$ cat src/source/quplsPkg.sv
package quplsPkg;

	// ============================================================
	// Vector types
	// ============================================================

	// Full instruction word as delivered by fetch
	typedef logic [31:0] instruction_t;
	// Architectural register number, wide enough for the special registers
	typedef logic [8:0] aregno_t;
	// Privilege level the instruction runs under, selects the stack pointer
	typedef logic [1:0] operating_mode_t;
	// Index of the micro-op within an expanded instruction
	typedef logic [2:0] uopIdx_t;
	typedef logic [6:0] opcode_t;
	typedef logic [4:0] fnCode_t;
	// Raw register field as encoded in the instruction
	typedef logic [4:0] regField_t;

	// ============================================================
	// Instruction field layout
	// ============================================================

	localparam int OPC_LSB = 0;
	localparam int RT_LSB = 7;
	localparam int RA_LSB = 12;
	localparam int RA_NEG_BIT = 17;
	localparam int RB_LSB = 18;
	localparam int IMMA_BIT = 23;
	localparam int FUNC_LSB = 24;
	// Bits 31 to 29 are spare

	// Opcodes that the operand decode has to tell apart
	localparam opcode_t OP_MOV = 7'h0F;
	localparam opcode_t OP_RTD = 7'h41;
	localparam opcode_t OP_DBRA = 7'h42;
	localparam opcode_t OP_LDX = 7'h50;
	localparam opcode_t OP_STX = 7'h51;

	// Function codes only meaningful under OP_LDX and OP_STX
	localparam fnCode_t FN_LDCTX = 5'h1F;
	localparam fnCode_t FN_STCTX = 5'h1F;

	// Special architectural registers
	localparam aregno_t REG_STACK_BASE = 9'd32;
	localparam aregno_t REG_CTX = 9'd40;
	localparam aregno_t REG_RTD_BASE = 9'd40;
	localparam aregno_t REG_LOOP = 9'd55;
	localparam aregno_t REG_SP_ARCH = 9'd31;

	// A context save or restore walks this many registers, one per micro-op
	localparam int CTX_REGS = 8;
	localparam aregno_t CTX_FIRST_REG = 9'd1;

	// Sequencer states covering both handshakes
	typedef enum logic [1:0] {IDLE, IN_ACK, OUT_REQ, OUT_REL} seqState_t;

	// ============================================================
	// Field extraction
	// ============================================================

	function automatic opcode_t fnOpcode(input instruction_t ir);
		return ir[OPC_LSB +: 7];
	endfunction

	function automatic regField_t fnRtField(input instruction_t ir);
		return ir[RT_LSB +: 5];
	endfunction

	function automatic regField_t fnRaField(input instruction_t ir);
		return ir[RA_LSB +: 5];
	endfunction

	function automatic regField_t fnRbField(input instruction_t ir);
		return ir[RB_LSB +: 5];
	endfunction

	function automatic logic fnRaNeg(input instruction_t ir);
		return ir[RA_NEG_BIT];
	endfunction

	function automatic logic fnImmA(input instruction_t ir);
		return ir[IMMA_BIT];
	endfunction

	function automatic fnCode_t fnFunc(input instruction_t ir);
		return ir[FUNC_LSB +: 5];
	endfunction

	// Context restore is a load with the LDCTX function code
	function automatic logic fnIsLdCtx(input instruction_t ir);
		return (fnOpcode(ir) == OP_LDX) && (fnFunc(ir) == FN_LDCTX);
	endfunction

	function automatic logic fnIsStCtx(input instruction_t ir);
		return (fnOpcode(ir) == OP_STX) && (fnFunc(ir) == FN_STCTX);
	endfunction

endpackage

$ cat src/source/decodeRa.sv
`timescale 1ns/1ns

// Works out the first source register from the held instruction
// Purely combinational, the sequencer keeps its inputs steady
module decodeRa import quplsPkg::*;
(
	input instruction_t heldInstr,
	input operating_mode_t heldOm,
	output aregno_t Ra,
	output logic Raz,
	output logic Ran
);

	regField_t raField;
	opcode_t opcode;
	// Register number before the stack pointer remap
	aregno_t raBase;

	assign raField = fnRaField(heldInstr);
	assign opcode = fnOpcode(heldInstr);

	// ============================================================
	// Opcode specific mapping
	// ============================================================

	always_comb
	begin
		// An immediate in the A slot means no register read at all
		if (fnImmA(heldInstr))
			raBase = '0;
		else if (opcode == OP_RTD)
		begin
			// RTD encodes the return register in the low three bits
			// A zero there means there is nothing to read
			if (raField[2:0] == 3'd0)
				raBase = '0;
			else
				raBase = REG_RTD_BASE + aregno_t'(raField[2:0]);
		end
		else if (opcode == OP_DBRA)
			raBase = REG_LOOP;
		else if (fnIsLdCtx(heldInstr) || fnIsStCtx(heldInstr))
			raBase = REG_CTX;
		else
			raBase = aregno_t'(raField);
	end

	// ============================================================
	// Stack pointer remap
	// ============================================================

	// Each mode has its own stack pointer
	// MOV is left alone so software can reach the raw register
	always_comb
	begin
		if (raBase == REG_SP_ARCH && opcode != OP_MOV)
			Ra = REG_STACK_BASE + aregno_t'(heldOm);
		else
			Ra = raBase;
	end

	assign Raz = (Ra == '0);
	assign Ran = fnRaNeg(heldInstr);   // negate bit passes straight through

endmodule

$ cat src/source/decodeRbt.sv
`timescale 1ns/1ns

// Decodes the second source and the target register
// Context instructions replace one of them with a stepped register number
module decodeRbt import quplsPkg::*;
(
	input instruction_t heldInstr,
	input uopIdx_t uopIdx,
	output aregno_t Rb,
	output aregno_t Rt
);

	// Register addressed by the current micro-op of a context walk
	aregno_t ctxReg;
	logic isLdCtx;
	logic isStCtx;

	assign isLdCtx = fnIsLdCtx(heldInstr);
	assign isStCtx = fnIsStCtx(heldInstr);

	// The walk starts at CTX_FIRST_REG and moves up one per micro-op
	assign ctxReg = CTX_FIRST_REG + aregno_t'(uopIdx);

	// ============================================================
	// Rb
	// ============================================================

	// Context save stores each register in turn, so it sits in Rb
	always_comb
	begin
		if (isStCtx)
			Rb = ctxReg;
		else
			Rb = aregno_t'(fnRbField(heldInstr));
	end

	// ============================================================
	// Rt
	// ============================================================

	// Context restore loads each register in turn, so it is the target
	always_comb
	begin
		if (isLdCtx)
			Rt = ctxReg;
		else
			Rt = aregno_t'(fnRtField(heldInstr));
	end

	// Ordinary instructions see uopIdx at zero, which the walk above
	// ignores anyway since only context instructions use ctxReg

endmodule

$ cat src/source/uopCounter.sv
`timescale 1ns/1ns

// Tracks which micro-op of the held instruction is being presented
module uopCounter import quplsPkg::*;
(
	input logic clk,
	input logic rstN,
	input instruction_t heldInstr,
	input logic ctrStart,
	input logic ctrStep,
	output uopIdx_t uopIdx,
	output logic uopLast
);

	// Micro-ops still to come after the current one
	uopIdx_t remain;
	logic isCtx;

	// Only the context instructions expand, everything else is one micro-op
	assign isCtx = fnIsLdCtx(heldInstr) || fnIsStCtx(heldInstr);

	always_ff @(posedge clk or negedge rstN)
	begin
		if (!rstN)
		begin
			uopIdx <= '0;
			remain <= '0;
		end
		else if (ctrStart)
		begin
			// heldInstr already holds the new instruction here
			uopIdx <= '0;
			remain <= isCtx ? uopIdx_t'(CTX_REGS - 1) : '0;
		end
		else if (ctrStep)
		begin
			uopIdx <= uopIdx + 3'd1;
			// Stepping off the last micro-op must not wrap the count
			if (remain != '0)
				remain <= remain - 3'd1;
		end
	end

	assign uopLast = (remain == '0);

endmodule

$ cat src/source/decodeSeq.sv
`timescale 1ns/1ns

// Runs the input and output four-phase handshakes
// Holds one instruction until all of its micro-ops have been taken
module decodeSeq import quplsPkg::*;
(
	input logic clk,
	input logic rstN,
	input logic inReq,
	input instruction_t instr,
	input operating_mode_t om,
	output logic inAck,
	output logic outReq,
	input logic outAck,
	input logic uopLast,
	output instruction_t heldInstr,
	output operating_mode_t heldOm,
	output logic ctrStart,
	output logic ctrStep
);

	seqState_t state;
	logic capture;

	// Capture happens on the edge that leaves IDLE
	assign capture = (state == IDLE) && inReq;

	// ============================================================
	// State machine
	// ============================================================

	always_ff @(posedge clk or negedge rstN)
	begin
		if (!rstN)
		begin
			state <= IDLE;
			outReq <= 1'b0;
			ctrStart <= 1'b0;
		end
		else
		begin
			// Counter load lasts exactly the first cycle of IN_ACK
			ctrStart <= capture;
			case (state)
			IDLE:
				if (inReq)
					state <= IN_ACK;
			IN_ACK:
				// Source has released, drop the ack and start presenting
				if (!inReq)
					state <= OUT_REQ;
			OUT_REQ:
				// First cycle here only raises the request
				// This leaves a cycle between inAck falling and outReq rising
				if (!outReq)
					outReq <= 1'b1;
				else if (outAck)
				begin
					outReq <= 1'b0;
					state <= OUT_REL;
				end
			OUT_REL:
				if (!outAck)
				begin
					if (uopLast)
						state <= IDLE;
					else
					begin
						// Next micro-op goes out straight away
						outReq <= 1'b1;
						state <= OUT_REQ;
					end
				end
			default:
				state <= IDLE;
			endcase
		end
	end

	// ============================================================
	// Held operands and counter control
	// ============================================================

	always_ff @(posedge clk)
	begin
		if (capture)
		begin
			heldInstr <= instr;
			heldOm <= om;
		end
	end

	assign inAck = (state == IN_ACK);

	// Advance the counter on the same edge that re-raises outReq
	// so the decoders settle before the sink sees the request
	assign ctrStep = (state == OUT_REL) && !outAck;

endmodule

$ cat src/source/decodeUnit.sv
`timescale 1ns/1ns

// Register operand decode unit
// Takes one instruction per input handshake and hands out one or more
// decoded micro-ops over the output handshake
module decodeUnit import quplsPkg::*;
(
	input logic clk,
	input logic rstN,
	input logic inReq,
	output logic inAck,
	input instruction_t instr,
	input operating_mode_t om,
	output logic outReq,
	input logic outAck,
	output aregno_t Ra,
	output logic Raz,
	output logic Ran,
	output aregno_t Rb,
	output aregno_t Rt,
	output logic uopLast
);

	// ============================================================
	// Internal wiring
	// ============================================================

	instruction_t heldInstr;
	operating_mode_t heldOm;
	logic ctrStart;
	logic ctrStep;
	uopIdx_t uopIdx;

	// Handshakes and instruction capture
	decodeSeq uSeq
	(
		.clk(clk),
		.rstN(rstN),
		.inReq(inReq),
		.instr(instr),
		.om(om),
		.inAck(inAck),
		.outReq(outReq),
		.outAck(outAck),
		.uopLast(uopLast),
		.heldInstr(heldInstr),
		.heldOm(heldOm),
		.ctrStart(ctrStart),
		.ctrStep(ctrStep)
	);

	// Micro-op position within the held instruction
	uopCounter uCtr
	(
		.clk(clk),
		.rstN(rstN),
		.heldInstr(heldInstr),
		.ctrStart(ctrStart),
		.ctrStep(ctrStep),
		.uopIdx(uopIdx),
		.uopLast(uopLast)
	);

	// ============================================================
	// Operand decoders
	// ============================================================

	decodeRa uRa
	(
		.heldInstr(heldInstr),
		.heldOm(heldOm),
		.Ra(Ra),
		.Raz(Raz),
		.Ran(Ran)
	);

	decodeRbt uRbt
	(
		.heldInstr(heldInstr),
		.uopIdx(uopIdx),
		.Rb(Rb),
		.Rt(Rt)
	);

endmodule

$ cat config.mk
export PLATFORM = sky130hd
export DESIGN_NAME = decodeUnit
export DESIGN_NICKNAME = d
export VERILOG_FILES = /design/src/source/quplsPkg.sv /design/src/source/decodeRa.sv /design/src/source/decodeRbt.sv /design/src/source/uopCounter.sv /design/src/source/decodeSeq.sv /design/src/source/decodeUnit.sv
export SDC_FILE = /design/constraint.sdc
export NUM_CORES = 1
export LEC_CHECK = 0
export CAP_MARGIN = 10
export CORE_ASPECT_RATIO = 2
export CORE_UTILIZATION = 67
export CTS_CLUSTER_SIZE = 24
export DETAILED_ROUTE_END_ITERATION = 8
export DONT_BUFFER_PORTS = 1
export MAX_ROUTING_LAYER = met4
export PLACE_DENSITY = 0.86
export SLEW_MARGIN = 10
export SYNTH_ARGS = -nofsm -noshare
export SYNTH_HDL_FRONTEND = slang
export SYNTH_SLANG_ARGS = --single-unit
$ cat constraint.sdc
create_clock -name clk -period 6.2 [get_ports clk]
set_input_delay 0.31 -clock clk [delete_from_list [all_inputs] [get_ports clk]]
set_output_delay 0.31 -clock clk [all_outputs]
set_load 0.005 [all_outputs]
* Word level (Yosys, flattened, before mapping) *
Cells that the tools add are included.

operators by class
  add/subtract/negate cells = 5
  $mul = 0
  div/mod/pow operators = 0
  magnitude comparators = 0
  equal/unequal tests = 16
  shift operators = 0
  mux-type cells = 26
  bitwise logic cells = 0
  reduce and logical (&&, ||, !) cells = 18

operators with widths
  cell                                                              number
  9-bit 2-to-1 mux                                                  5
  7-bit == test (second input constant)                             4
  3-bit 2-to-1 mux                                                  6
  2-bit 2-to-1 mux                                                  6
  5-bit 2-to-1 mux                                                  2
  2-bit != test (second input constant)                             5
  9-bit by 5-bit == test with 1-bit output (second input constant)  1
  9-bit zero test                                                   1
  2-bit case mux with 4 select lines                                1
  6-bit by 2-bit adder with 7-bit output (first input constant)     1
  6-bit by 3-bit adder with 7-bit output (first input constant)     1
  7-bit by 4-bit != test with 1-bit output (second input constant)  1
  3-bit zero test                                                   2
  6-bit 2-to-1 mux                                                  1
  2-bit nonzero test                                                3
  5-bit == test (second input constant)                             1
  1-bit logical AND                                                 5
  5-bit AND reduction                                               1
  1-bit by 3-bit adder with 4-bit output (first input constant)     1
  2-bit == test (second input constant)                             2
  1-bit 2-to-1 mux                                                  4
  3-bit by 1-bit adder with 3-bit output (second input constant)    1
  3-bit AND reduction                                               1
  3-bit nonzero test                                                1
  8 further kinds                                                   8

storage, ports and cells
  register bits after elaboration = 41
  bits in latches = 0
  RAM bits = 0
  bits in read-only memories = 0
  input port bits = 38
  output and inout bits = 32
  word-level logic and storage cells = 72
  memories kept = 0

* Logic depth before layout (Yosys ltp) *
Gate-level depths: netlist of the first run.

  depth after elaboration = 11
  gate-level depth with buffers = 7
  gate-level depth less buffers = 7

* By module *
From an unflattened synthesis of the first run, not the netlist that was laid out.

second synthesis, totals
  cells, all modules = 174
  area total of the unflattened synthesis = 2179.6 um^2

modules (own cells, without submodules)
  module      times used  cells each  area each (um^2)  sequential area each (um^2)
  decodeSeq   1           53          1208.7            1121.1
  uopCounter  1           35          356.6             150.1
  decodeRa    1           53          349.1             0.0
  decodeRbt   1           33          265.3             0.0

* Worst setup path after synthesis of the first run *
OpenSTA, ideal clock, no wires.

  path type = reg2reg
  start = register uSeq.state[1]
  end = register uSeq.heldInstr[0] (enable)
  library setup time = 0.460 ns
  arrival = 2.715 ns
  required time = 5.740 ns
  setup slack = 3.026 ns
  cell stages (with the launch flop) = 3
  buffers on the path = 1
  clock period less this slack = 3.174 ns
  path through = dfrtp_1 > buf_2 > nor3_1

on the way
  cells in the longest elaborated chain, start to end = 2

RTL lines
  what                    RTL line         RTL
  start, declared         decodeSeq.sv:22  seqState_t state;
  start signal, assigned  decodeSeq.sv:36  state <= IDLE;
  start signal, assigned  decodeSeq.sv:47  state <= IN_ACK;
  start signal, assigned  decodeSeq.sv:51  state <= OUT_REQ;
  2-bit zero test         decodeSeq.sv:26  assign capture = (state == IDLE) && inReq;
  1-bit logical AND       decodeSeq.sv:26
  net uSeq.capture        decodeSeq.sv:23  logic capture;
  end signal, assigned    decodeSeq.sv:88  heldInstr <= instr;
  end, declared           decodeSeq.sv:16  output instruction_t heldInstr,

The timed path passes the listed nets, and every way through them passes these cells.
A chain may end at the register's enable or synchronous reset.

* Worst setup path after layout of the first run *
  start = register uSeq.heldInstr[1]
  end = output Raz

on the way
  cells in the longest elaborated chain, start to end = 11
  elaborated cells between the ends (all ways) = 16
  classes of those cells = eq/ne: 6; mux: 5; reduce/logical: 5

RTL lines
  what                                      RTL line                        RTL
  7-bit == test (on tied branches)          quplsPkg.sv:92, quplsPkg.sv:96
  1-bit logical AND (on tied branches)      quplsPkg.sv:92, quplsPkg.sv:96
  1-bit logical OR                          decodeRa.sv:42                  else if (fnIsLdCtx(heldInstr) || fnIsStCtx(heldInstr))
  6-bit 2-to-1 mux                          decodeRa.sv:42
  9-bit 2-to-1 mux                          decodeRa.sv:40                  else if (opcode == OP_DBRA)
  9-bit 2-to-1 mux                          decodeRa.sv:31                  else if (opcode == OP_RTD)
  9-bit 2-to-1 mux                          decodeRa.sv:29                  if (fnImmA(heldInstr))
  9-bit by 5-bit == test with 1-bit output  decodeRa.sv:56                  if (raBase == REG_SP_ARCH && opcode != OP_MOV)
  1-bit logical AND                         decodeRa.sv:56
  9-bit 2-to-1 mux (*)                      decodeRa.sv:56
  9-bit zero test (*)                       decodeRa.sv:62                  assign Raz = (Ra == '0);
  end, declared                             decodeUnit.sv:17                output logic Raz,

Every way passes the cells marked *; elsewhere a longest branch is shown, timed or not.

==> results by group, run 1 <==
Logic synthesis
  – EDFF count, synth: 31
  – Synth Area in Adders: 1.86%
  – Post-synthesis compound-gate area fraction: 11.8%
  – Synth top area share: a little under half
  – Main area contributors after synthesis: edfxtp_1, dfrtp_1, buf_4, nor2_1, nand2_1
  – Register bit total from synthesis: a little over 40
  – Simple-Gate Fraction of Synth Area: 16.9%
  – Cell taking the most area after synthesis: edfxtp_1
  – Main synth FF type: edfxtp_1
  – Fraction of registers with async set/reset: 24.4%
  – Largest family of logic cells by synthesized area: simple AND/OR/NAND/NOR gates
  – Post-synthesis average cell area: 12.2 um2
  – Unique cell type count in the Yosys netlist: 46
  – Share of the yosys chip area belonging to registers: 58.5%
  – Area share of xor/xnor cells in the synthesized design: under 10%
  – Yosys warns: 0
  – Post-Syn Instances: around 170
  – List of most frequent post-synthesis cells: edfxtp_1, nor2_1, buf_4, nand2_1, dfrtp_1
  – Synthesized area: 2020 um2
  – Fraction of synthesized area in multiplexers: 2.54%
  – Most frequent cell after synthesis: edfxtp_1

Global routing
  – Pin count of the biggest net entering global routing: 33
  – First-pass GRT wire length: 5210 um
  – Vias in the first global route: 1,218
  – Gr usage total: roughly 25%
  – Initial antenna violation count: 0
  – Gr ovfl total: 0

Timing
  – RSZ-0062 raised after global routing: false
  – Min Tclk post-route: about 2.5 ns
  – Fin Clk Skew: 0.00876 ns
  – Period Utilization, post-route: 40.6%
  – Final Hold Violating Endpoints: 0
  – Post-route worst setup slack: 3.68 ns
  – TNS Setup: 0 ns
  – Max-slew violations: 0
  – F_max: about 400 MHz
  – Final setup fails: 0

Layout
  – Area delta synth->final: 5.39%
  – Layout cell share with drive strength beyond 1: about 14%
  – Final Core Density: 75.9%
  – Final Instance Count excl. Fillers: approximately 200
  – Antenna cells: 0
  – Final nets: 209

Run
  – Max Cap Viol: 0

Clock tree
  – CTS Buf Count: 5
  – CTS max path bufs: 2
  – H-tree depth: 2
  – Root buf cell: clkbuf_8
  – TritonCTS clock tree: done
  – PostCTS Resize Cnt: 0
  – Worst-path clk slew: around 0.08 ns
  – Worst skew pair latency: just under 0.3 ns
  – Clock Sinks: 41

Setup path
  – Setup crit start kind: flop
  – CP Capture Type: primary output
  – Critical path required time: ~6 ns
  – Critical Path Stages: 5
  – R2R depth: 5
  – Crit Path Class: flop to primary output
  – Arr. time, crit path: 2.21 ns
  – R2r startpoint: uSeq.state[1]$_DFFE_PN0P_
  – Crit Reg-Reg Endpoint: uCtr.remain[1]$_DFFE_PN0P_
  – Setup slack, reg-to-reg: 4.60 ns
  – CP bufs+invs: 0
  – Cells along the critical path: nor3_4 -> a21boi_2 -> a2111oi_0 -> a21oi_1 -> o31ai_1
  – Crit. Startpoint: uSeq.heldInstr[1]$_DFFE_PP_
  – Max incr delay on CP: 0.47 ns
  – Crit-path leading delay family: compound AO/OA/AOI/OAI gates
  – CP endpoint: Raz
  – Slowest cell on crit path: a2111oi_0
  – Max FO, Critical Path: 9

Route
  – First-pass DRT Iterations: 4
  – Vias/cell: 6.54
  – WL final: 3560 um
  – Avg WL per Cell: 18.0 um
  – DRC violation count after routing: 0
  – First DRT Iteration DRCs: 38
  – DR vias: 1,295
  – Antenna-violating nets left: 0

Placement
  – Placed cells: 189
  – Gp weighted congestion: 0.931
  – Port Buffers: 0
  – Pre-CTS setup slack: about 4.0 ns
  – Post-DP HPWL: 2750 um

Die
  – Rows: 27
  – Die Span X: slightly above 40 um
  – DIE AREA: 3250 um2
  – Die extent in y: 79.6 um
  – Core area: between 2000 and 3000 um2
  – Initial core utilization: a little under three quarters
  – Top Ports: 70

Hold path
  – Hold Startpoint: instr[23]
  – Hold Crit Depth: 0
  – Hold Path Class: primary input to flop

Power and ir drop
  – Worst vdd ir: 234 uV
  – P_leak: 0.000807 uW
  – PD cells: roughly 350 nW/um2

Run status
  – Status: finished clean
## timing repair
item	in CTS	in global routing
endpoints found under the setup margin	0	0
hold buffers	1	0
endpoints found under the hold margin	10	0
buffers inserted	0	0
## logic make-up after synthesis
group,count (synthesis)
adders and majority gates,3
DFF,41
AOI/OAI and AO/OA,33
other,1
and+or+nand+nor,56
muxes,4
buffers and inverters,23
xor gates and xnor gates,4
## per-layer routing
layer	up-vias	part of all wire, %	track usage (%)
met5	-	0	-
met4	0	2.7	12.3
met3	10	5.0	6.69
met2	56	59	41.9
met1	633	33	22.8
li1	596	-	-
## per-stage QoR
stage / area (um2) / hold WS (ns) / total power, uW
6_report: 2130 / 0.112 / 749
3_5_place_dp: 2000 / 0.0146 / 540
2_1_floorplan: 2060 / 0.0144 / 509
3_3_place_gp: 2000 / 0.0147 / 523
5_1_grt: 2130 / 0.0969 / 792
4_1_cts: 2130 / 0.105 / 754
## worst min path at each step
| stage | endpoint | slack [ns] |
|---|---|---|
| after floorplan | uCtr.remain[0]$_DFFE_PN0P_ | 0.01 |
| after global placement | uCtr.remain[0]$_DFFE_PN0P_ | 0.01 |
| after detailed placement | uCtr.remain[0]$_DFFE_PN0P_ | 0.01 |
| after CTS | uSeq.heldInstr[23]$_DFFE_PP_ | 0.11 |
| after global routing | uSeq.heldInstr[23]$_DFFE_PP_ | 0.1 |
| final | uSeq.heldInstr[23]$_DFFE_PP_ | 0.11 |
## cells in the final DEF (no fill, tap or decap), types with 2 or more instances in the layout
cell	netlist	routed
edfxtp_1	31	31
nor2_1	13	13
nand2_1	11	11
conb_1	1	11
dfrtp_1	10	10
o21ai_0	8	8
a21oi_1	7	7
inv_1	7	7
clkbuf_8	0	6
nand3_1	5	5
nor3_1	5	4
a211oi_1	4	4
and4b_1	3	3
o211ai_1	3	3
xnor2_1	3	3
ha_1	3	3
and4_1	2	2
and3_2	2	2
a21o_1	2	2
mux2_4	2	2
nor2b_1	2	2
and2_1	2	2
a41oi_1	2	2
## state kept, by name, summed over array words and instances, names as in the netlist
name,cells
uSeq.ctrStart,1
uSeq.outReq,1
uCtr.remain,3
uSeq.heldInstr,29
uCtr.uopIdx,3
uSeq.heldOm,2
uSeq.state,2
## layout make-up
type | instances | area, um2
Clock buffer | 7 | 86.3
Clock inverter | 1 | 30.0
Fill cell | 190 | 677
Inverter | 7 | 26.3
Multi-Input combinational cell | 111 | 749
Sequential cell | 41 | 1180
Tap cell | 29 | 36.3
Timing Repair Buffer | 2 | 17.5
## report_power, final
group | leakage (uW) | total [uW] | internal [uW] | switching, uW
Sequential | 0.000398 | 393 | 348 | 44.6
Combinational | 0.000351 | 144 | 62.8 | 80.8
Clock | 0.0000585 | 212 | 131 | 81.2
Total | 0.000807 | 749 | 542 | 207
## worst register-to-register path, cell delays in order (launching register included)
cell and delay, ns:
dfrtp_1 0.50, and3b_1 0.34, nor2b_1 0.28, nor2_1 0.08
a211oi_1 0.22, a21o_1 0.12
No activity file was read; power rests on OpenSTA's default activity.
==> run 2, diff against run 1 <==
--- a/config.mk
+++ b/config.mk
@@ -7,12 +7,12 @@
 export LEC_CHECK = 0
 export CAP_MARGIN = 10
 export CORE_ASPECT_RATIO = 2
-export CORE_UTILIZATION = 67
+export CORE_UTILIZATION = 56
 export CTS_CLUSTER_SIZE = 24
 export DETAILED_ROUTE_END_ITERATION = 8
 export DONT_BUFFER_PORTS = 1
 export MAX_ROUTING_LAYER = met4
-export PLACE_DENSITY = 0.86
+export PLACE_DENSITY = 0.77
 export SLEW_MARGIN = 10
 export SYNTH_ARGS = -nofsm -noshare
 export SYNTH_HDL_FRONTEND = slang
==> constraint.sdc (replaced) <==
create_clock -name clk -period 2.1 [get_ports clk]
set_input_delay 0.105 -clock clk [delete_from_list [all_inputs] [get_ports clk]]
set_output_delay 0.105 -clock clk [all_outputs]
set_load 0.005 [all_outputs]
==> run 2 against run 1 <==
Compared with the run above: the flow now finishes with violations (setup timing); largest cell class unchanged; global-route usage grew 0.38 points; critical path type unchanged; critical path depth unchanged; count of clock-buffer cells in the layout fell by 2; wire length up 30%; sequential power rose to 3.0 times the previous value.
==> results by group, run 2 (same netlist as run 1, synthesis figures left out) <==
Setup path
  – Slowest cell on crit path: edfxtp_1
  – Arr. time, crit path: 2.10 ns
  – Max incr delay on CP: 0.41 ns
  – Max FO, Critical Path: 5
  – CP Capture Type: primary output
  – Setup crit start kind: flop
  – Cells along the critical path: and4b_1 -> nand2_1 -> a211oi_4 -> and4b_4 -> mux2_4
  – Critical path required time: 2.00 ns
  – Crit Path Class: flop to primary output

Placement
  – Port Buffers: 0
  – Post-DP Area: 2040 um2
  – Post-DP HPWL: between 2000 and 3000 um
  – Placed cells: between 200 and 250
  – Gp weighted congestion: a little under 0.9

Hold path
  – Hold Path Class: primary input to flop

Timing
  – Fin Clk Skew: just over 0.004 ns
  – Period Utilization, post-route: 105%
  – Min Tclk post-route: roughly 2.2 ns
  – Final Hold Violating Endpoints: 0
  – Post-route worst setup slack: -0.103 ns
  – TNS Setup: -0.210 ns
  – F_max: 454 MHz
  – Final setup fails: 4
  – Max-slew violations: 0
  – RSZ-0062 raised after global routing: true

Clock tree
  – Worst skew pair latency: 0.29 ns
  – H-tree depth: 2
  – Worst-path clk slew: ~0.08 ns
  – Clock Sinks: 41
  – TritonCTS clock tree: done
  – Root buf cell: clkbuf_8
  – CTS Buf Count: 5
  – CTS max path bufs: 2

Layout
  – Antenna cells: 0
  – Final Core Density: 77.9%
  – Final nets: between 200 and 300
  – Largest regs: uSeq.heldInstr (29), uCtr.remain (3), uCtr.uopIdx (3)
  – Design Area, Final: 2660 um2
  – Commonest non-fill, non-tap cell in the layout: dlygate4sd3_1
  – Area delta synth->final: 31.9%
  – Final Instance Count excl. Fillers: 265
  – Most frequent cells in the layout: dlygate4sd3_1, edfxtp_1, buf_4, nor2_1
  – Layout cell share with drive strength beyond 1: 21.7%
  – Top reg by flops: uSeq.heldInstr
  – Largest register FFs: 29

Route
  – DRC violation count after routing: 0
  – Met3 WL post-DR: 209 um
  – Metal-1 WL: 1480 um
  – DR top layer: met4
  – First-pass DRT Iterations: 4
  – Antenna-violating nets left: 0
  – DR vias: 1,513
  – First DRT Iteration DRCs: 51
  – Vias/cell: between 5 and 6
  – WL final: approximately 4600 um
  – Met2 routed wirelength: 2760 um
  – Avg WL per Cell: 17.5 um

Power and ir drop
  – Internal Pwr Total: roughly 1600 uW
  – Pwr Total: 2330 uW
  – Sw Ratio: 29.5%
  – Clock share of power: 26.9%
  – PD cells: 876 nW/um2
  – P_leak: 0.00104 uW
  – Sequential power share: between 50% and 60%
  – Worst vdd ir: 701 uV
  – Psw: approximately 690 uW
  – Gate power share: 23.2%

Die
  – Die Span X: 44.5 um
  – Top Ports: 70
  – Core area: 3420 um2
  – Die extent in y: 86.9 um
  – DIE AREA: 3860 um2
  – Rows: 30
  – Initial core utilization: approximately three fifths

Global routing
  – Gr ovfl total: 0
  – Gr usage total: ~25%
  – Pin count of the biggest net entering global routing: 33
  – Vias in the first global route: 1,504
  – Initial antenna violation count: 0
  – First-pass GRT wire length: 6730 um

Run status
  – Status: finished with violations
  – Failing checks: setup timing

Run
  – Max Cap Viol: 0
## run 2: changes by cell type in the layout (fill, tap and decap cells not counted), moves of 2 or more
cell / delta
buf_4: +15
nand3_1: -2
nand3_2: +2
dlygate4sd3_1: +32
## run 2: critical path, delay by kind of cell (launching register included)
family	cells	cell delay, ns
flops	1	0.41
compound gates	1	0.28
mux	1	0.32
simple gates	3	0.79
## run 2: layout make-up
class / count / area (um2)
multi-input combinational: 111 / 821
fill: 199 / 753
inverter: 7 / 26.3
clock inverter: 3 / 43.8
tap: 48 / 60.1
timing repair buffer: 50 / 462
sequential: 41 / 1180
clock buffer: 5 / 68.8
## run 2: repair_timing
action | in CTS | in global routing
setup endpoints to repair | 5 | 7
pin swaps | 7 | 13
buffers inserted | 9 | 7
endpoints found under the hold margin | 43 | 0
resized for setup | 4 | 9
hold buffers | 33 | 0
## run 2: path summary, 6_finish.rpt
check / depth (start not counted) / from / slack [ns] / endpoint
hold / removal: 2 / outAck / 0.02 / uSeq.state[0]$_DFFE_PN0P_
max in group asynchronous: 1 / rstN / 1.61 / uCtr.remain[1]$_DFFE_PN0P_
min in group asynchronous: 1 / rstN / 0.18 / uSeq.outReq$_DFFE_PN0P_
setup / recovery: 5 / uSeq.heldInstr[5]$_DFFE_PP_ / -0.10 / Ra[0]
hold reg to reg: 2 / uCtr.uopIdx[1]$_DFFE_PN0P_ / 0.58 / uCtr.uopIdx[1]$_DFFE_PN0P_
setup reg to reg: 5 / uSeq.state[1]$_DFFE_PN0P_ / 0.44 / uCtr.remain[1]$_DFFE_PN0P_
## run 2: layer usage
metal | global-route usage (%) | up-vias
met5 | - | -
met4 | 10.5 | 0
met3 | 4.77 | 18
met2 | 46.9 | 74
met1 | 23.1 | 728
li1 | - | 693
## run 2: stage by stage
stage          setup WS [ns]  hold WS, ns
6_report              -0.103       0.0215
5_1_grt               -0.204       0.0366
4_1_cts              -0.0504       0.0252
3_5_place_dp           0.112       -0.190
3_3_place_gp           0.196       -0.190
2_1_floorplan          0.329       -0.191
## run 2: power by group through the flow
stage          combinational (uW)  sequential, uW  clock [uW]
6_report                      541            1170         627
4_1_cts                       510            1160         634
5_1_grt                       591            1180         671
3_3_place_gp                  389            1160           0
3_5_place_dp                  426            1180           0
2_1_floorplan                 380            1130           0
==> run 3, diff against run 2 <==
--- a/config.mk
+++ b/config.mk
@@ -12,7 +12,7 @@
 export DETAILED_ROUTE_END_ITERATION = 8
 export DONT_BUFFER_PORTS = 1
 export MAX_ROUTING_LAYER = met4
-export PLACE_DENSITY = 0.77
+export PLACE_DENSITY_LB_ADDON = 0.05
 export SLEW_MARGIN = 10
 export SYNTH_ARGS = -nofsm -noshare
 export SYNTH_HDL_FRONTEND = slang
==> run 3 against run 2 <==
Compared with the run above: the flow still finishes with violations (setup timing); first-iteration DRC count fell by 55%; count of clock-buffer cells in the layout rose by 1; sequential power barely moved; cell count fell by 1.9%; critical path depth did not move; combinational power fell by 3%; fmax fell by 1.2%.
==> results by group, run 3 (same netlist as run 1, synthesis figures left out) <==
Route
  – WL final: 4320 um
  – DRC violation count after routing: 0
  – Avg WL per Cell: 16.6 um
  – First-pass DRT Iterations: 5
  – Met2 routed wirelength: 2610 um
  – Metal-1 WL: 1400 um
  – First DRT Iteration DRCs: 23
  – Vias/cell: 5.47
  – DR top layer: met4
  – Antenna-violating nets left: 0
  – Met3 WL post-DR: 171 um
  – DR vias: 1,423

Power and ir drop
  – Sequential power share: about 51%
  – Gate power share: 22.9%
  – Sw Ratio: 28.5%
  – Worst vdd ir: 722 uV
  – PD cells: 865 nW/um2
  – Pwr Total: 2300 uW
  – Internal Pwr Total: 1640 uW
  – P_leak: 0.00102 uW
  – Psw: roughly 650 uW
  – Clock share of power: a little over a quarter

Timing
  – F_max: between 400 and 500 MHz
  – Min Tclk post-route: approximately 2.2 ns
  – Final setup fails: 5
  – RSZ-0062 raised after global routing: true
  – Fin Clk Skew: approximately 0.011 ns
  – Post-route worst setup slack: -0.129 ns
  – Max-slew violations: 0
  – Period Utilization, post-route: 106%
  – Final Hold Violating Endpoints: 0
  – Final hold slack: 0.00954 ns

Layout
  – Final Instance Count excl. Fillers: 260
  – Layout cell share with drive strength beyond 1: 20.3%
  – Design Area, Final: roughly 2700 um2
  – Most frequent cells in the layout: dlygate4sd3_1, edfxtp_1, nor2_1, nand2_1, conb_1
  – Top reg by flops: uSeq.heldInstr
  – Commonest non-fill, non-tap cell in the layout: dlygate4sd3_1
  – Area taken by multi-input logic gates: 846 um2
  – Area delta synth->final: 31.6%
  – Sequential Area: around 1200 um2
  – Final nets: ~250
  – Layout fillers: 206
  – Largest register FFs: 29
  – Antenna cells: 0
  – Largest regs: uSeq.heldInstr (29), uCtr.remain (3), uCtr.uopIdx (3)

Setup path
  – CP Capture Type: primary output
  – Critical path required time: around 2 ns
  – Cells along the critical path: and4b_1 -> o211ai_1 -> nand3_1 -> and4b_4 -> mux2_4
  – Max FO, Critical Path: 5
  – Arr. time, crit path: about 2.1 ns
  – CP bufs+invs: 0
  – Max incr delay on CP: 0.46 ns
  – Setup crit start kind: flop
  – Crit-path leading delay family: simple AND/OR/NAND/NOR gates
  – Crit. Startpoint: uSeq.heldInstr[2]$_DFFE_PP_
  – Slowest cell on crit path: edfxtp_1
  – R2r startpoint: uSeq.state[1]$_DFFE_PN0P_
  – Crit Path Class: flop to primary output

Placement
  – Placed cells: between 200 and 250
  – Gp weighted congestion: just over 0.9
  – Post-DP Area: 2030 um2
  – Post-DP HPWL: 2650 um
  – Port Buffers: 0

Die
  – Die Span X: 44.5 um
  – Top Ports: 70
  – Initial core utilization: 59.1%
  – Rows: 30
  – Die extent in y: 86.9 um
  – Core area: 3420 um2
  – DIE AREA: 3860 um2

Run status
  – Status: finished with violations
  – Failing checks: setup timing

Run
  – Max Cap Viol: 0

Clock tree
  – H-tree depth: 2
  – CTS max path bufs: 2
  – TritonCTS clock tree: done
  – Clock Sinks: 41
  – CTS Buf Count: 5
  – Worst-path clk slew: 0.07 ns
  – Root buf cell: clkbuf_8
  – Worst skew pair latency: 0.29 ns

Global routing
  – Pin count of the biggest net entering global routing: 33
  – Gr ovfl total: 0
  – Vias in the first global route: between 1,000 and 1,500
  – Initial antenna violation count: 0
  – First-pass GRT wire length: 6310 um
  – Gr usage total: 23.5%

Hold path
  – Hold Startpoint: outAck
  – Hold Path Class: primary input to flop
run 3: timing repair:
action | 4_1_cts | 5_1_grt
endpoints found under the setup margin | 5 | 12
pin swaps | 4 | 8
hold buffers | 33 | 0
setup buffers | 5 | 6
endpoints found under the hold margin | 43 | 0
gates resized for setup | 7 | 12
run 3: layout make-up:
type	count	area share (%)
sequential	41	44.5
multi-input combinational	111	31.8
timing repair buffer	45	16.3
clock buffer	6	2.73
tap	48	2.26
clock inverter	2	1.46
inverter	7	0.989
run 3: stage by stage:
step | utilization [%] | setup TNS (ns) | worst slack [ns]
after floorplan | - | 0 | 0.329
after global placement | 59.5 | 0 | 0.206
after detailed placement | 59.5 | 0 | 0.133
after CTS | 74.4 | -0.244 | -0.0954
after global routing | 77.8 | -0.916 | -0.199
final | 77.8 | -0.379 | -0.129
run 3: worst paths after layout:
path | end | slack [ns] | cells past startpoint
min | uSeq.state[0]$_DFFE_PN0P_ | 0.01 | 2
max in group asynchronous | uSeq.outReq$_DFFE_PN0P_ | 1.60 | 1
max | Ra[0] | -0.13 | 5
min in group asynchronous | uCtr.uopIdx[0]$_DFFE_PN0P_ | 0.18 | 1
max reg2reg | uCtr.remain[1]$_DFFE_PN0P_ | 0.50 | 5
min reg2reg | uSeq.outReq$_DFFE_PN0P_ | 0.57 | 1
run 3: power groups by stage:
stage | Sequential (uW) | Clock (uW) | Combinational, uW
4_1_cts | 1160 | 631 | 490
5_1_grt | 1180 | 657 | 583
3_3_place_gp | 1170 | 0 | 395
6_report | 1160 | 611 | 525
3_5_place_dp | 1180 | 0 | 416
2_1_floorplan | 1130 | 0 | 380
run 3: routing by layer:
layer / GRT usage (%) / vias up
met1: 21.6 / 680
met3: 3.73 / 15
li1: - / 680
met5: - / -
met2: 44.3 / 48
met4: 10.7 / 0
